**src/breakout_settings.svh**
```systemverilog
/*
 * Breakout video settings
 * Panel and game geometry, playfield layout, score font size,
 * flash lengths and the fixed colors of the playfield.
 */
`ifndef BREAKOUT_SETTINGS_SVH
`define BREAKOUT_SETTINGS_SVH

// ----------------------------------------
// Panel and game area
`define LCD_W               240     // Portrait panel
`define LCD_H               320
`define GAME_W              320     // Landscape game view
`define GAME_H              240

// ----------------------------------------
// Playfield layout
`define BRICK_ROWS          6
`define BRICK_COLS          8
`define BRICK_W             32
`define BRICK_H             9
`define BRICK_X_SP          3
`define BRICK_Y_SP          4
`define BRICK_X0            5
`define BRICK_Y0            32      // Below the score strip
`define PADDLE_W            32
`define PADDLE_H            9
`define PADDLE_Y            210     // Top row of the paddle
`define BALL_SIZE           8

// ----------------------------------------
// Score font, drawn at 2x
`define FONT_W              4
`define FONT_H              7
`define DIGIT_W             8
`define DIGIT_H             14
`define DIGIT_SPACING       4
`define SCORE_X0            284
`define SCORE_Y0            4

// Flash lengths in frames
`define PADDLE_FLASH_FRAMES 8
`define BRICK_FLASH_FRAMES  6

// Colors, RGB565
`define COL_TEXT            16'hFFFF
`define COL_FLASH           16'hFFFF
`define COL_BRICK           16'h07E0
`define COL_PADDLE          16'hFFE0
`define COL_BALL            16'hF800

`endif

```
**src/game_pkg.sv**
```systemverilog
/*
 * Game state types
 * Brick masks, score, digit and flash counter types, and the 4x7
 * digit font used by the score display.
 */
`default_nettype none
`include "breakout_settings.svh"

package game_pkg;

    typedef logic [`BRICK_ROWS*`BRICK_COLS-1:0] brick_mask_t;  // Bit row*8 + col
    typedef logic [9:0] score_t;
    typedef logic [3:0] digit_t;
    typedef logic [3:0] flash_cnt_t;    // Counts frames

    // Row-major glyph, MSB is the top-left dot
    function automatic logic [`FONT_W*`FONT_H-1:0] digit_font(input digit_t d);
        case (d)
            4'd0:    return 28'b1111_1001_1001_1001_1001_1001_1111;
            4'd1:    return 28'b0010_0110_0010_0010_0010_0010_0111;
            4'd2:    return 28'b1110_0001_0001_1110_1000_1000_1111;
            4'd3:    return 28'b1110_0001_0001_1110_0001_0001_1110;
            4'd4:    return 28'b1001_1001_1001_1111_0001_0001_0001;
            4'd5:    return 28'b1111_1000_1000_1110_0001_0001_1110;
            4'd6:    return 28'b1111_1000_1000_1111_1001_1001_1111;
            4'd7:    return 28'b1111_0001_0001_0001_0001_0001_0001;
            4'd8:    return 28'b1111_1001_1001_1111_1001_1001_1111;
            4'd9:    return 28'b1111_1001_1001_1111_0001_0001_1111;
            default: return '0;                                 // Not a digit
        endcase
    endfunction

endpackage

`default_nettype wire

```
**src/video_pkg.sv**
```systemverilog
/*
 * Video types
 * Pixel color and screen coordinate types shared by the scan,
 * the frame state and the shader.
 */
`default_nettype none

package video_pkg;

    // One RGB565 pixel, red in the top five bits
    typedef logic [15:0] rgb565_t;

    // Pixel coordinate, wide enough for 0..319 on either axis
    typedef logic [8:0] coord_t;

endpackage

`default_nettype wire
```
**src/breakout_video.sv**
```systemverilog
/*
 * Breakout video top
 * Turns the per-frame game state into an RGB565 pixel stream for a
 * portrait panel, drawn in landscape game coordinates.
 */
`default_nettype none

module breakout_video (
    input  logic                  clk,
    input  logic                  reset_n,
    input  video_pkg::coord_t     paddle_x,      // Paddle center
    input  video_pkg::coord_t     ball_x,        // Ball top-left
    input  video_pkg::coord_t     ball_y,
    input  game_pkg::brick_mask_t bricks_alive,
    input  game_pkg::score_t      score,
    input  logic                  pixel_ready,
    output logic                  pixel_valid,
    output video_pkg::rgb565_t    pixel_color
);
    import video_pkg::*;
    import game_pkg::*;

    logic        coord_valid;
    logic        coord_ready;
    logic        frame_end;
    coord_t      game_x;
    coord_t      game_y;
    coord_t      paddle_left;
    coord_t      ball_left;
    coord_t      ball_top;
    brick_mask_t bricks_shown;
    brick_mask_t brick_flash_mask;
    score_t      score_shown;
    logic        paddle_flash;
    logic        text_hit;

    raster_scan i_scan (
        .clk         (clk),
        .reset_n     (reset_n),
        .coord_ready (coord_ready),
        .coord_valid (coord_valid),
        .frame_end   (frame_end),
        .game_x      (game_x),
        .game_y      (game_y)
    );

    frame_state i_state (
        .clk              (clk),
        .reset_n          (reset_n),
        .frame_end        (frame_end),
        .paddle_x         (paddle_x),
        .ball_x           (ball_x),
        .ball_y           (ball_y),
        .bricks_alive     (bricks_alive),
        .score            (score),
        .paddle_left      (paddle_left),
        .ball_left        (ball_left),
        .ball_top         (ball_top),
        .bricks_shown     (bricks_shown),
        .score_shown      (score_shown),
        .paddle_flash     (paddle_flash),
        .brick_flash_mask (brick_flash_mask)
    );

    score_digits i_score (
        .clk         (clk),
        .reset_n     (reset_n),
        .frame_end   (frame_end),
        .score_shown (score_shown),
        .game_x      (game_x),
        .game_y      (game_y),
        .text_hit    (text_hit)
    );

    playfield_shader i_shader (
        .clk              (clk),
        .reset_n          (reset_n),
        .coord_valid      (coord_valid),
        .pixel_ready      (pixel_ready),
        .text_hit         (text_hit),
        .paddle_flash     (paddle_flash),
        .game_x           (game_x),
        .game_y           (game_y),
        .paddle_left      (paddle_left),
        .ball_left        (ball_left),
        .ball_top         (ball_top),
        .bricks_shown     (bricks_shown),
        .brick_flash_mask (brick_flash_mask),
        .coord_ready      (coord_ready),
        .pixel_valid      (pixel_valid),
        .pixel_color      (pixel_color)
    );

endmodule

`default_nettype wire

```
**src/frame_state.sv**
```systemverilog
/*
 * Frame state
 * Latches the game inputs once per frame so a whole frame is drawn
 * from one state. Runs the paddle-hit and brick-destroy flash
 * counters in frames.
 */
`default_nettype none
`include "breakout_settings.svh"

module frame_state (
    input  logic                  clk,
    input  logic                  reset_n,
    input  logic                  frame_end,
    input  video_pkg::coord_t     paddle_x,
    input  video_pkg::coord_t     ball_x,
    input  video_pkg::coord_t     ball_y,
    input  game_pkg::brick_mask_t bricks_alive,
    input  game_pkg::score_t      score,
    output video_pkg::coord_t     paddle_left,
    output video_pkg::coord_t     ball_left,
    output video_pkg::coord_t     ball_top,
    output game_pkg::brick_mask_t bricks_shown,
    output game_pkg::score_t      score_shown,
    output logic                  paddle_flash,
    output game_pkg::brick_mask_t brick_flash_mask
);
    import video_pkg::*;
    import game_pkg::*;

    logic [9:0]  ball_cx;       // One bit of headroom for the compares
    logic        overlap;
    logic        overlap_d;     // Overlap seen at the previous frame end
    flash_cnt_t  paddle_cnt;
    flash_cnt_t  brick_cnt;
    brick_mask_t gone;
    brick_mask_t gone_mask;

    // Ball center inside the paddle span, ball rows touching paddle rows
    assign ball_cx = {1'b0, ball_x} + 10'(`BALL_SIZE / 2);
    assign overlap = (ball_cx + 10'(`PADDLE_W / 2) >= {1'b0, paddle_x}) &&
                     (ball_cx < {1'b0, paddle_x} + 10'(`PADDLE_W / 2)) &&
                     ({1'b0, ball_y} + 10'(`BALL_SIZE) > 10'(`PADDLE_Y)) &&
                     (ball_y < coord_t'(`PADDLE_Y + `PADDLE_H));

    assign gone = bricks_shown & ~bricks_alive;     // Alive last frame, gone now

    always_ff @(posedge clk or negedge reset_n) begin
        if (!reset_n) begin
            paddle_left  <= '0;
            ball_left    <= '0;
            ball_top     <= '0;
            bricks_shown <= '0;
            score_shown  <= '0;
            overlap_d    <= 1'b0;
            paddle_cnt   <= '0;
            brick_cnt    <= '0;
            gone_mask    <= '0;
        end else if (frame_end) begin
            paddle_left  <= paddle_x - coord_t'(`PADDLE_W / 2);
            ball_left    <= ball_x;
            ball_top     <= ball_y;
            bricks_shown <= bricks_alive;
            score_shown  <= score;
            overlap_d    <= overlap;
            if (overlap && !overlap_d)
                paddle_cnt <= flash_cnt_t'(`PADDLE_FLASH_FRAMES);
            else if (paddle_cnt != '0)
                paddle_cnt <= paddle_cnt - 1'b1;
            if (gone != '0) begin
                gone_mask <= gone;
                brick_cnt <= flash_cnt_t'(`BRICK_FLASH_FRAMES);
            end else if (brick_cnt != '0) begin
                brick_cnt <= brick_cnt - 1'b1;
            end
        end
    end

    assign paddle_flash     = (paddle_cnt != '0);
    assign brick_flash_mask = (brick_cnt != '0) ? gone_mask : '0;

endmodule

`default_nettype wire

```
**src/playfield_shader.sv**
```systemverilog
/*
 * Playfield shader
 * Colors each game coordinate by layer priority (gradient, score,
 * bricks, paddle, ball) and holds the result in the output pixel
 * register of the valid/ready stream.
 */
`default_nettype none
`include "breakout_settings.svh"

module playfield_shader (
    input  logic                  clk,
    input  logic                  reset_n,
    input  logic                  coord_valid,
    input  logic                  pixel_ready,
    input  logic                  text_hit,
    input  logic                  paddle_flash,
    input  video_pkg::coord_t     game_x,
    input  video_pkg::coord_t     game_y,
    input  video_pkg::coord_t     paddle_left,
    input  video_pkg::coord_t     ball_left,
    input  video_pkg::coord_t     ball_top,
    input  game_pkg::brick_mask_t bricks_shown,
    input  game_pkg::brick_mask_t brick_flash_mask,
    output logic                  coord_ready,
    output logic                  pixel_valid,
    output video_pkg::rgb565_t    pixel_color
);
    import video_pkg::*;

    logic [5:0] grad_g;
    logic [4:0] grad_b;
    rgb565_t    grad_color;
    rgb565_t    color;
    logic       brick_alive_hit;
    logic       brick_flash_hit;
    logic       in_paddle;
    logic       in_ball;
    logic       take;

    // Dark blue toward teal going down the screen
    assign grad_g     = 6'd8 + (game_y[7:2] >> 1);
    assign grad_b     = 5'd10 + (game_y[7:3] >> 1);
    assign grad_color = {5'd0, grad_g, grad_b};

    always_comb begin
        brick_alive_hit = 1'b0;
        brick_flash_hit = 1'b0;
        for (int r = 0; r < `BRICK_ROWS; r++) begin
            for (int c = 0; c < `BRICK_COLS; c++) begin
                if (game_x >= `BRICK_X0 + c * (`BRICK_W + `BRICK_X_SP) &&
                    game_x <  `BRICK_X0 + c * (`BRICK_W + `BRICK_X_SP) + `BRICK_W &&
                    game_y >= `BRICK_Y0 + r * (`BRICK_H + `BRICK_Y_SP) &&
                    game_y <  `BRICK_Y0 + r * (`BRICK_H + `BRICK_Y_SP) + `BRICK_H) begin
                    brick_alive_hit = bricks_shown[r * `BRICK_COLS + c];
                    brick_flash_hit = brick_flash_mask[r * `BRICK_COLS + c];
                end
            end
        end
    end

    assign in_paddle = game_y >= `PADDLE_Y && game_y < `PADDLE_Y + `PADDLE_H &&
                       game_x >= paddle_left && game_x < paddle_left + `PADDLE_W;
    assign in_ball   = game_x >= ball_left && game_x < ball_left + `BALL_SIZE &&
                       game_y >= ball_top && game_y < ball_top + `BALL_SIZE;

    // Later layers win
    always_comb begin
        color = grad_color;
        if (text_hit)
            color = `COL_TEXT;
        if (brick_alive_hit)
            color = `COL_BRICK;
        else if (brick_flash_hit)
            color = `COL_FLASH;              // Ghost of a cleared brick
        if (in_paddle)
            color = paddle_flash ? `COL_FLASH : `COL_PADDLE;
        if (in_ball)
            color = `COL_BALL;
    end

    // ----------------------------------------
    // Output register
    assign coord_ready = !pixel_valid || pixel_ready;
    assign take        = coord_valid && coord_ready;

    always_ff @(posedge clk or negedge reset_n) begin
        if (!reset_n)
            pixel_valid <= 1'b0;
        else if (take)
            pixel_valid <= 1'b1;
        else if (pixel_ready)
            pixel_valid <= 1'b0;             // Drained, nothing new
    end

    always_ff @(posedge clk) begin
        if (take)
            pixel_color <= color;
    end

    a_hold_stalled: assert property (@(posedge clk) disable iff (!reset_n)
        pixel_valid && !pixel_ready |=> pixel_valid && $stable(pixel_color));

endmodule

`default_nettype wire

```
**src/raster_scan.sv**
```systemverilog
/*
 * Raster scan
 * Walks the portrait panel x fastest under a valid/ready handshake
 * and offers each position rotated into landscape game coordinates.
 * Marks the transfer of the last pixel of a frame.
 */
`default_nettype none
`include "breakout_settings.svh"

module raster_scan (
    input  logic              clk,
    input  logic              reset_n,
    input  logic              coord_ready,
    output logic              coord_valid,
    output logic              frame_end,
    output video_pkg::coord_t game_x,
    output video_pkg::coord_t game_y
);
    import video_pkg::*;

    coord_t phys_x;     // Column, 0..239
    coord_t phys_y;     // Row, 0..319
    logic   last_x;
    logic   last_y;
    logic   take;

    assign coord_valid = 1'b1;              // The scan never runs dry
    assign take        = coord_valid && coord_ready;
    assign last_x      = (phys_x == coord_t'(`LCD_W - 1));
    assign last_y      = (phys_y == coord_t'(`LCD_H - 1));

    always_ff @(posedge clk or negedge reset_n) begin
        if (!reset_n) begin
            phys_x <= '0;
            phys_y <= '0;
        end else if (take) begin
            if (last_x) begin
                phys_x <= '0;
                phys_y <= last_y ? '0 : phys_y + 1'b1;
            end else begin
                phys_x <= phys_x + 1'b1;
            end
        end
    end

    // Portrait to landscape
    assign game_x    = phys_y;
    assign game_y    = coord_t'(`LCD_W - 1) - phys_x;
    assign frame_end = take && last_x && last_y;

    // ----------------------------------------
    a_scan_range: assert property (@(posedge clk) disable iff (!reset_n)
        phys_x < `LCD_W && phys_y < `LCD_H && game_x < `GAME_W && game_y < `GAME_H);

endmodule

`default_nettype wire

```
**src/score_digits.sv**
```systemverilog
/*
 * Score digits
 * Splits the latched score into three decimal digits and tests each
 * pixel against the three 2x scaled glyph cells of the score.
 */
`default_nettype none
`include "breakout_settings.svh"

module score_digits (
    input  logic              clk,
    input  logic              reset_n,
    input  logic              frame_end,
    input  game_pkg::score_t  score_shown,
    input  video_pkg::coord_t game_x,
    input  video_pkg::coord_t game_y,
    output logic              text_hit
);
    import game_pkg::*;

    score_t score_mod;
    digit_t digits [3];         // Hundreds at index 0, drawn leftmost
    logic   frame_end_d;

    assign score_mod = score_shown % 10'd1000;

    // One clock after frame_end, once score_shown holds the new value.
    // The first pixels of a frame lie far from the score cells.
    always_ff @(posedge clk or negedge reset_n) begin
        if (!reset_n) begin
            frame_end_d <= 1'b0;
            digits      <= '{default: '0};
        end else begin
            frame_end_d <= frame_end;
            if (frame_end_d) begin
                digits[0] <= digit_t'(score_mod / 10'd100);
                digits[1] <= digit_t'((score_mod / 10'd10) % 10'd10);
                digits[2] <= digit_t'(score_mod % 10'd10);
            end
        end
    end

    // ----------------------------------------
    // Glyph hit test
    always_comb begin
        logic [8:0]                  cell_x;
        logic [8:0]                  loc_x;
        logic [8:0]                  loc_y;
        logic [4:0]                  bit_idx;
        logic [`FONT_W*`FONT_H-1:0] glyph;
        text_hit = 1'b0;
        bit_idx  = '0;
        glyph    = '0;
        loc_y    = game_y - 9'(`SCORE_Y0);
        for (int i = 0; i < 3; i++) begin
            cell_x = 9'(`SCORE_X0 + i * (`DIGIT_W + `DIGIT_SPACING));
            loc_x  = game_x - cell_x;
            if (game_x >= cell_x && loc_x < `DIGIT_W &&
                game_y >= `SCORE_Y0 && loc_y < `DIGIT_H) begin
                glyph    = digit_font(digits[i]);
                bit_idx  = 5'(loc_y[8:1] * `FONT_W + loc_x[8:1]);   // Half scale
                text_hit = glyph[`FONT_W*`FONT_H-1 - bit_idx];
            end
        end
    end

endmodule

`default_nettype wire

```
**config.mk**
```make
export PLATFORM = sky130hd
export DESIGN_NAME = breakout_video
export DESIGN_NICKNAME = d
export VERILOG_FILES = /design/src/game_pkg.sv /design/src/video_pkg.sv /design/src/breakout_video.sv /design/src/frame_state.sv /design/src/playfield_shader.sv /design/src/raster_scan.sv /design/src/score_digits.sv
export VERILOG_INCLUDE_DIRS = /design/src /design/src/src
export SDC_FILE = /design/constraint.sdc
export NUM_CORES = 1
export LEC_CHECK = 0
export ABC_AREA = 1
export BUFFER_PORTS_ARGS = -buffer_cell sky130_fd_sc_hd__buf_2
export CAP_MARGIN = 40
export CORE_MARGIN = 2
export CORE_UTILIZATION = 46
export DETAILED_ROUTE_END_ITERATION = 10
export GPL_ROUTABILITY_DRIVEN = 0
export PLACE_DENSITY = 0.64
export SYNTH_ARGS = -nofsm -noshare
export SYNTH_HDL_FRONTEND = slang
export SYNTH_SLANG_ARGS = --single-unit
```
**constraint.sdc**
```tcl
create_clock -name clk -period 6.6 [get_ports clk]
set_input_delay 0.66 -clock clk [delete_from_list [all_inputs] [get_ports clk]]
set_output_delay 0.66 -clock clk [all_outputs]
set_load 0.005 [all_outputs]
```
; ---- Word-level counts from Yosys, hierarchy flattened
; Memories as Yosys holds them, arrays and structs flattened.
; Index checks and enable logic that the tools add are counted.
[word_totals]
ff_bits = 190
rom_bits = 1200
n_memories = 3
[classes]
addsub = 25
div = 5
magnitude_cmp = 51
n_eq_ne = 2
mux = 122
bitwise_logic = 2
reduce_logical = 138
[mem_list]
columns = memory, depth, width, read_ports, rd_clocked_by_memory_dff, write_ports, line
row1 = (name not given), 16, 25, 1, 0, 0, game_pkg.sv:18  ; case (d)
row2 = (name not given), 16, 25, 1, 0, 0, game_pkg.sv:18
row3 = (name not given), 16, 25, 1, 0, 0, game_pkg.sv:18
[op_table]
columns = operator, n
row1 = $logic_and A1 B1 Y1, 125
row2 = $mux W1, 104
row3 = $lt A32 B6 Y1 const B, 3
row4 = $lt A9 B32 Y1, 3
row5 = $mux W28, 3
row6 = $mux W16, 4
row7 = $lt A9 B7 Y1 const B, 6
row8 = $lt A9 B8 Y1 const B, 6
row9 = $and A48 B48 Y48, 1
row10 = $mux W48, 1
row11 = $not A48 Y48, 1
row12 = $reduce_bool A48 Y1, 1
row13 = $ge A9 B7 Y1 const B, 5
row14 = $ge A9 B8 Y1 const B, 5
row15 = $ge A9 B6 Y1 const B, 4
row16 = $lt A9 B4 Y1 const B, 4
row17 = $add A9 B4 Y10 const B, 3
row18 = $ge A9 B9 Y1, 3
row19 = $ge A9 B9 Y1 const B, 3
row20 = $lt A9 B6 Y1 const B, 3
row21 = $sub A9 B9 Y9 const B, 3
row22 = $mod A10 B4 Y10 const B, 2
row23 = $add A9 B1 Y9 const B, 2
row24 = $ge A9 B3 Y1 const B, 2
row25 = 30 further kinds, 48

; ---- Logic depth before layout (Yosys ltp)
[depth]
depth_word = 55
ltp_mapped = 94
ltp_nobuf = 93

; ---- Modules after synthesis
; Synthesis repeated with hierarchy kept, for this count alone.
[hier_totals]
hier_cells = 2421
hier_area_um2 = 16036.6
[modules_own_cells]
columns = mod, n_inst, cells_each, area_each_um2, seq_area_each_um2
row1 = frame_state, 1, 915, 7070.5, 3553.4
row2 = playfield_shader, 1, 727, 4113.9, 385.4
row3 = score_digits, 1, 626, 3733.6, 325.3
row4 = raster_scan, 1, 153, 1118.6, 450.4

; ---- Worst setup path before layout
; Ideal clock, no wire load.
[synth_path]
path_type = register to register
from = register i_state.score_shown[4]
to = register i_score.digits[7] (netlist name)
setup_time_ns = 0.128
arrival_ns = 6.625
required_time_ns = 6.472
slack_ns = -0.154
stages_incl_launch_ff = 51
n_path_buf = 0
synth_period_minus_slack_ns = 6.754
cell_sequence = dfrtp_1 -> o21ai_1 -> nor2_2 -> nand3_2 -> nand2_1 -> a21oi_2 -> nor2_1 -> nor2_4 -> xor2_2 -> nor2_1 -> or2_1 -> nand2_4 -> inv_2 -> nor2_2 -> xor2_1 -> inv_2 -> o21ai_4 -> nand2_2 -> [... 15 more ...] -> ha_1 -> or2_1 -> nand2_2 -> xor2_2 -> nand2_1 -> inv_1 -> nand2_1 -> nor2_2 -> nand2_1 -> a21oi_4 -> inv_2 -> nand2_1 -> o22ai_1 -> a211oi_1 -> a21oi_1 -> xor2_1 -> nand2_1 -> o21ai_1
[synth_via]
elab_chain_cells = 3
[synth_rtl]
columns = item, line
row1 = start: declaration, frame_state.sv:23  ; output game_pkg::score_t score_shown,
row2 = start signal: assignment, frame_state.sv:63  ; score_shown <= score;
row3 = $mod A10 B10 Y10, score_digits.sv:24  ; assign score_mod = score_shown % 10'd1000;
row4 = $div A10 B4 Y10, score_digits.sv:36  ; digits[1] <= digit_t'((score_mod / 10'd10) % 10'd10);
row5 = $mod A10 B4 Y10, score_digits.sv:36
row6 = end: declaration, score_digits.sv:21  ; digit_t digits [3];
; Every way passes these cells.
; A chain may end at the register's enable or synchronous reset.

; ---- Worst setup path in the final report
[layout_path]
from = register i_state.score_shown[3]
to = register i_score.digits[7] (netlist name)
; Same word-level chain as after synthesis.

==> impl_results.md <==
* Die Ht at 183.2 µm
* Gr ovfl total at 0
* Delay-heaviest family, CP: simple AND/OR/NAND/NOR gates
* Die Area at 33560 µm²
* Failing checks: setup timing
* Fin cells at 2712
* Hold Fails Final Rpt at 0
* Leakage at between 8 and 9 nW
* Crit. Startpoint: i_state.score_shown[3]$_DFFE_PN0P_
* Synth Cell Area at 14770 µm²
* Fin nets at 2517
* YS warnings at 0
* Critical path data required time at 6.93 ns
* Placed cell count at 2613
* Max stage delay on crit path at approximately 0.38 ns
* Vias in the first global route at 14060
* Antenna diodes at 0
* Cell Pwr Density at 285.7 nW/µm²
* Drt first pass iters at 6
* Hold WC Path Type: primary input to asynchronous set/reset pin
* Design area at 17650 µm²
* Horiz. Die Dim at 183.2 µm
* Fin crit period at 7.067 ns
* Port buffer count at 104
* Seq/Total Area, Yosys at a little under a third
* Sink Count at 186
* DP Wirelength at 30.42 mm
* Fin worst setup slack at -0.4674 ns
* Largest net degree at the start of global routing at 99
* Internal power at 2.899 mW
* Status: complete, but fails checks
* Syn_area_per_cell at 7.030 µm²
* Synth Flop Type: dfrtp_1
* DRC Markers at 0
* CP max FO at 6
* Initial antenna violation count at 1
* CP dominant cell by count: nand2_4
* Worst slew pin tran at a little under 0.9 ns
* CTS Buf Count at 17
* Cts hold-fix bufs at 0
* Worst Reg-to-Reg Cells at 58
* Slowest cell on crit path: dfrtp_1
* Final wirelength at 41.67 mm
* Placed Area at 16140 µm²
* Total GRT Usage at 25.12%
* WL per Instance at about 15 µm
* Max-cap violation count at 0
* Worst R2R End: i_score.digits[7]$_DFFE_PN0P_
* Vias at 14480
* Clock share of power at 20.0%
* Net switching power figure at 2.145 mW
* Critical path buffers and inverters at 10
* Post-Route Skew at 0.01423 ns
* WP depth at 58
* Slew headroom at 41.59%
* Worst Setup End Kind: flop
* H-tree depth at 4
* Clock transition at path regs at 0.07 ns
* Clk_lat worst skew at 0.46 ns
* Peak supply drop at between 0.0002 and 0.00025 V
* Root buffer cell: clkbuf_16
* Setup WS pre-CTS at -0.2757 ns
* Clock Path Buffers at 2
* DRT iter0 DRCs at 1103
* Ys async rst share at 93.55%
* Row count at 65
* Flop pwr share at 26.7%
* Slew Viols, Final at 0
* Share of layout cells above drive strength 1 at 17.40%
* FF-to-FF Start: i_state.score_shown[3]$_DFFE_PN0P_
* Seq cells post-synth at around 190
* CP Launch Type: flop
* Final period util at 107.1%
* Post-synth EDFFs at 12
* TritonCTS clock tree: yes
* Worst Setup Path Type: flop to flop
* Critical Path AT at ~7.4 ns
* Crit path capture: i_score.digits[7]$_DFFE_PN0P_
* Switching Share at 42.53%
* Num ports at 105
* Syn-to-layout area delta at 19.53%
* Post-route ant nets at 0
* Core area at 31560 µm²
* Via-per-instance ratio at 5.339
* Yosys cell types at 67
* Cells after Synth at 2101
* Reg2Reg Setup Slack at -0.47 ns
* Combinational power share at 53.3%
* Initial Utilization at 46.81%
* Setup-failing EPs final at 3
* Syn Nets at ~2300
* RSZ-0062 raised after global routing: true
* Fmax at between 0.1 and 0.15 GHz
* Global-route wire length before repair at around 70 mm
## what timing repair did
action | CTS | global route
gates resized for setup | 33 | 77
gates cloned | 1 | 1
endpoints found under the setup margin | 7 | 15
pin swaps | 9 | 56
setup buffers | 32 | 35
## worst reg2reg max path: cells and delay by family, from the launching register on
family	cells	cell delay [ns]
AOI/OAI and AO/OA	13	1.81
xor gates and xnor gates	5	0.84
buffers and inverters	10	0.78
DFF	1	0.38
and+or+nand+nor	30	3.16
## final cells by class
cell class,count,area [µm²]
Clock buffer,19,454.2
Tap cell,402,503.0
Fill cell,2977,13900
Multi-Input combinational cell,1533,9070
Clock inverter,13,107.6
Timing Repair Buffer,233,1569
Sequential cell,186,4715
Inverter,326,1236
## layout by cell type (no fill, tap or decap), types with 14 or more instances in the layout
cell	netlist	final
nand2_4	6	14
buf_2	0	103
o21ai_0	196	193
nand2_2	9	27
nand3_1	118	111
buf_4	4	122
inv_1	314	304
dfrtp_1	174	174
clkbuf_16	0	19
xnor2_1	18	18
nand4_1	32	32
xor2_1	44	40
o211ai_1	17	17
a21oi_1	93	89
nand2_1	517	491
inv_2	9	16
nor2_1	176	169
nor3_1	34	34
ha_1	129	124
## sequential cells by signal (all words and copies together), names as in the netlist, 10 cells and up
signal                flops
i_state.bricks_shown     48
i_shader.pixel_color     12
i_state.score_shown      10
i_score.digits           12
i_state.gone_mask        48
## Yosys cell counts (4+ instances only)
library cell,instances,area [µm²]
o21ai_1,11,55.05
nand2_1,517,1941
nor3_1,34,170.2
buf_1,4,15.01
o2111ai_1,4,35.03
a21oi_1,93,465.5
nand2_2,9,56.30
a211oi_1,6,45.04
inv_2,9,33.78
a31oi_1,11,68.82
nand4_1,32,200.2
dfrtp_1,174,4354
or2_2,7,43.79
inv_1,314,1179
clkbuf_1,48,180.2
o21ai_2,6,52.55
o22ai_1,6,37.54
nor2_4,4,45.04
buf_4,4,30.03
ha_1,129,1614
and2_1,4,25.02
xnor2_1,18,157.7
o311ai_0,4,35.03
o31ai_1,5,37.54
nand2_4,6,67.56
nor4_1,7,43.79
xor2_1,44,385.4
o221ai_1,5,43.79
edfxtp_1,12,360.4
nor2_2,5,31.28
o211ai_1,17,127.6
nor2_1,176,660.6
xor2_2,4,65.06
nand3_1,118,590.6
o21ai_0,196,980.9
## worst min-delay path by stage
stage                                                   from                                 end
final                                                reset_n  i_state.score_shown[9]$_DFFE_PN0P_
after global routing                                 reset_n  i_state.score_shown[9]$_DFFE_PN0P_
after CTS                                            reset_n  i_state.score_shown[9]$_DFFE_PN0P_
after detailed placement  i_state.paddle_left[0]$_DFFE_PN0P_  i_state.paddle_left[0]$_DFFE_PN0P_
after global placement    i_state.score_shown[0]$_DFFE_PN0P_  i_state.score_shown[0]$_DFFE_PN0P_
after floorplan                                      reset_n        i_scan.game_x[0]$_DFFE_PN0P_
## per-stage QoR
stage / power (mW) / util [%] / TNS, ns / hold WS [ns]
CTS: 4.709 / 54.13 / -0.07186 / 0.1139
global placement: 3.458 / 50.91 / 0 / 0.4575
global route: 5.431 / 55.95 / -12.75 / 0.1238
finish: 5.044 / 55.95 / -1.301 / 0.1048
detailed placement: 3.520 / 51.13 / -0.7469 / 0.4639
floorplan: 2.880 / - / -0.1168 / 0.3644
## power by group through the flow
stage	combinational (mW)	sequential, mW	clock [mW]
2_1_floorplan	1.51	1.37	0
3_3_place_gp	2.09	1.37	0
3_5_place_dp	2.15	1.37	0
4_1_cts	2.33	1.35	1.03
5_1_grt	2.99	1.36	1.08
6_report	2.69	1.35	1.01
## routing by layer
layer	vias to the layer above	part of all wire (%)	track usage, %
li1	7240	-	-
met1	6739	46	33.46
met2	433	47	42.14
met3	65	5.0	4.230
met4	2	2.1	7.136
met5	-	0.031	0
## cells by family (layout without fill, tap and decap cells)
group / Yosys count / in the layout / synth area share, %
AOI/OAI and AO/OA: 407 / 407 / 16.12
xor gates and xnor gates: 66 / 66 / 4.117
adders and majority gates: 132 / 132 / 11.33
buffers and inverters: 382 / 591 / 9.809
DFF: 186 / 186 / 31.92
muxes: 1 / 1 / 0.07623
other: 1 / 1 / 0.02539
and+or+nand+nor: 926 / 926 / 26.60
Note: power is estimated with default switching activity, not from simulation.
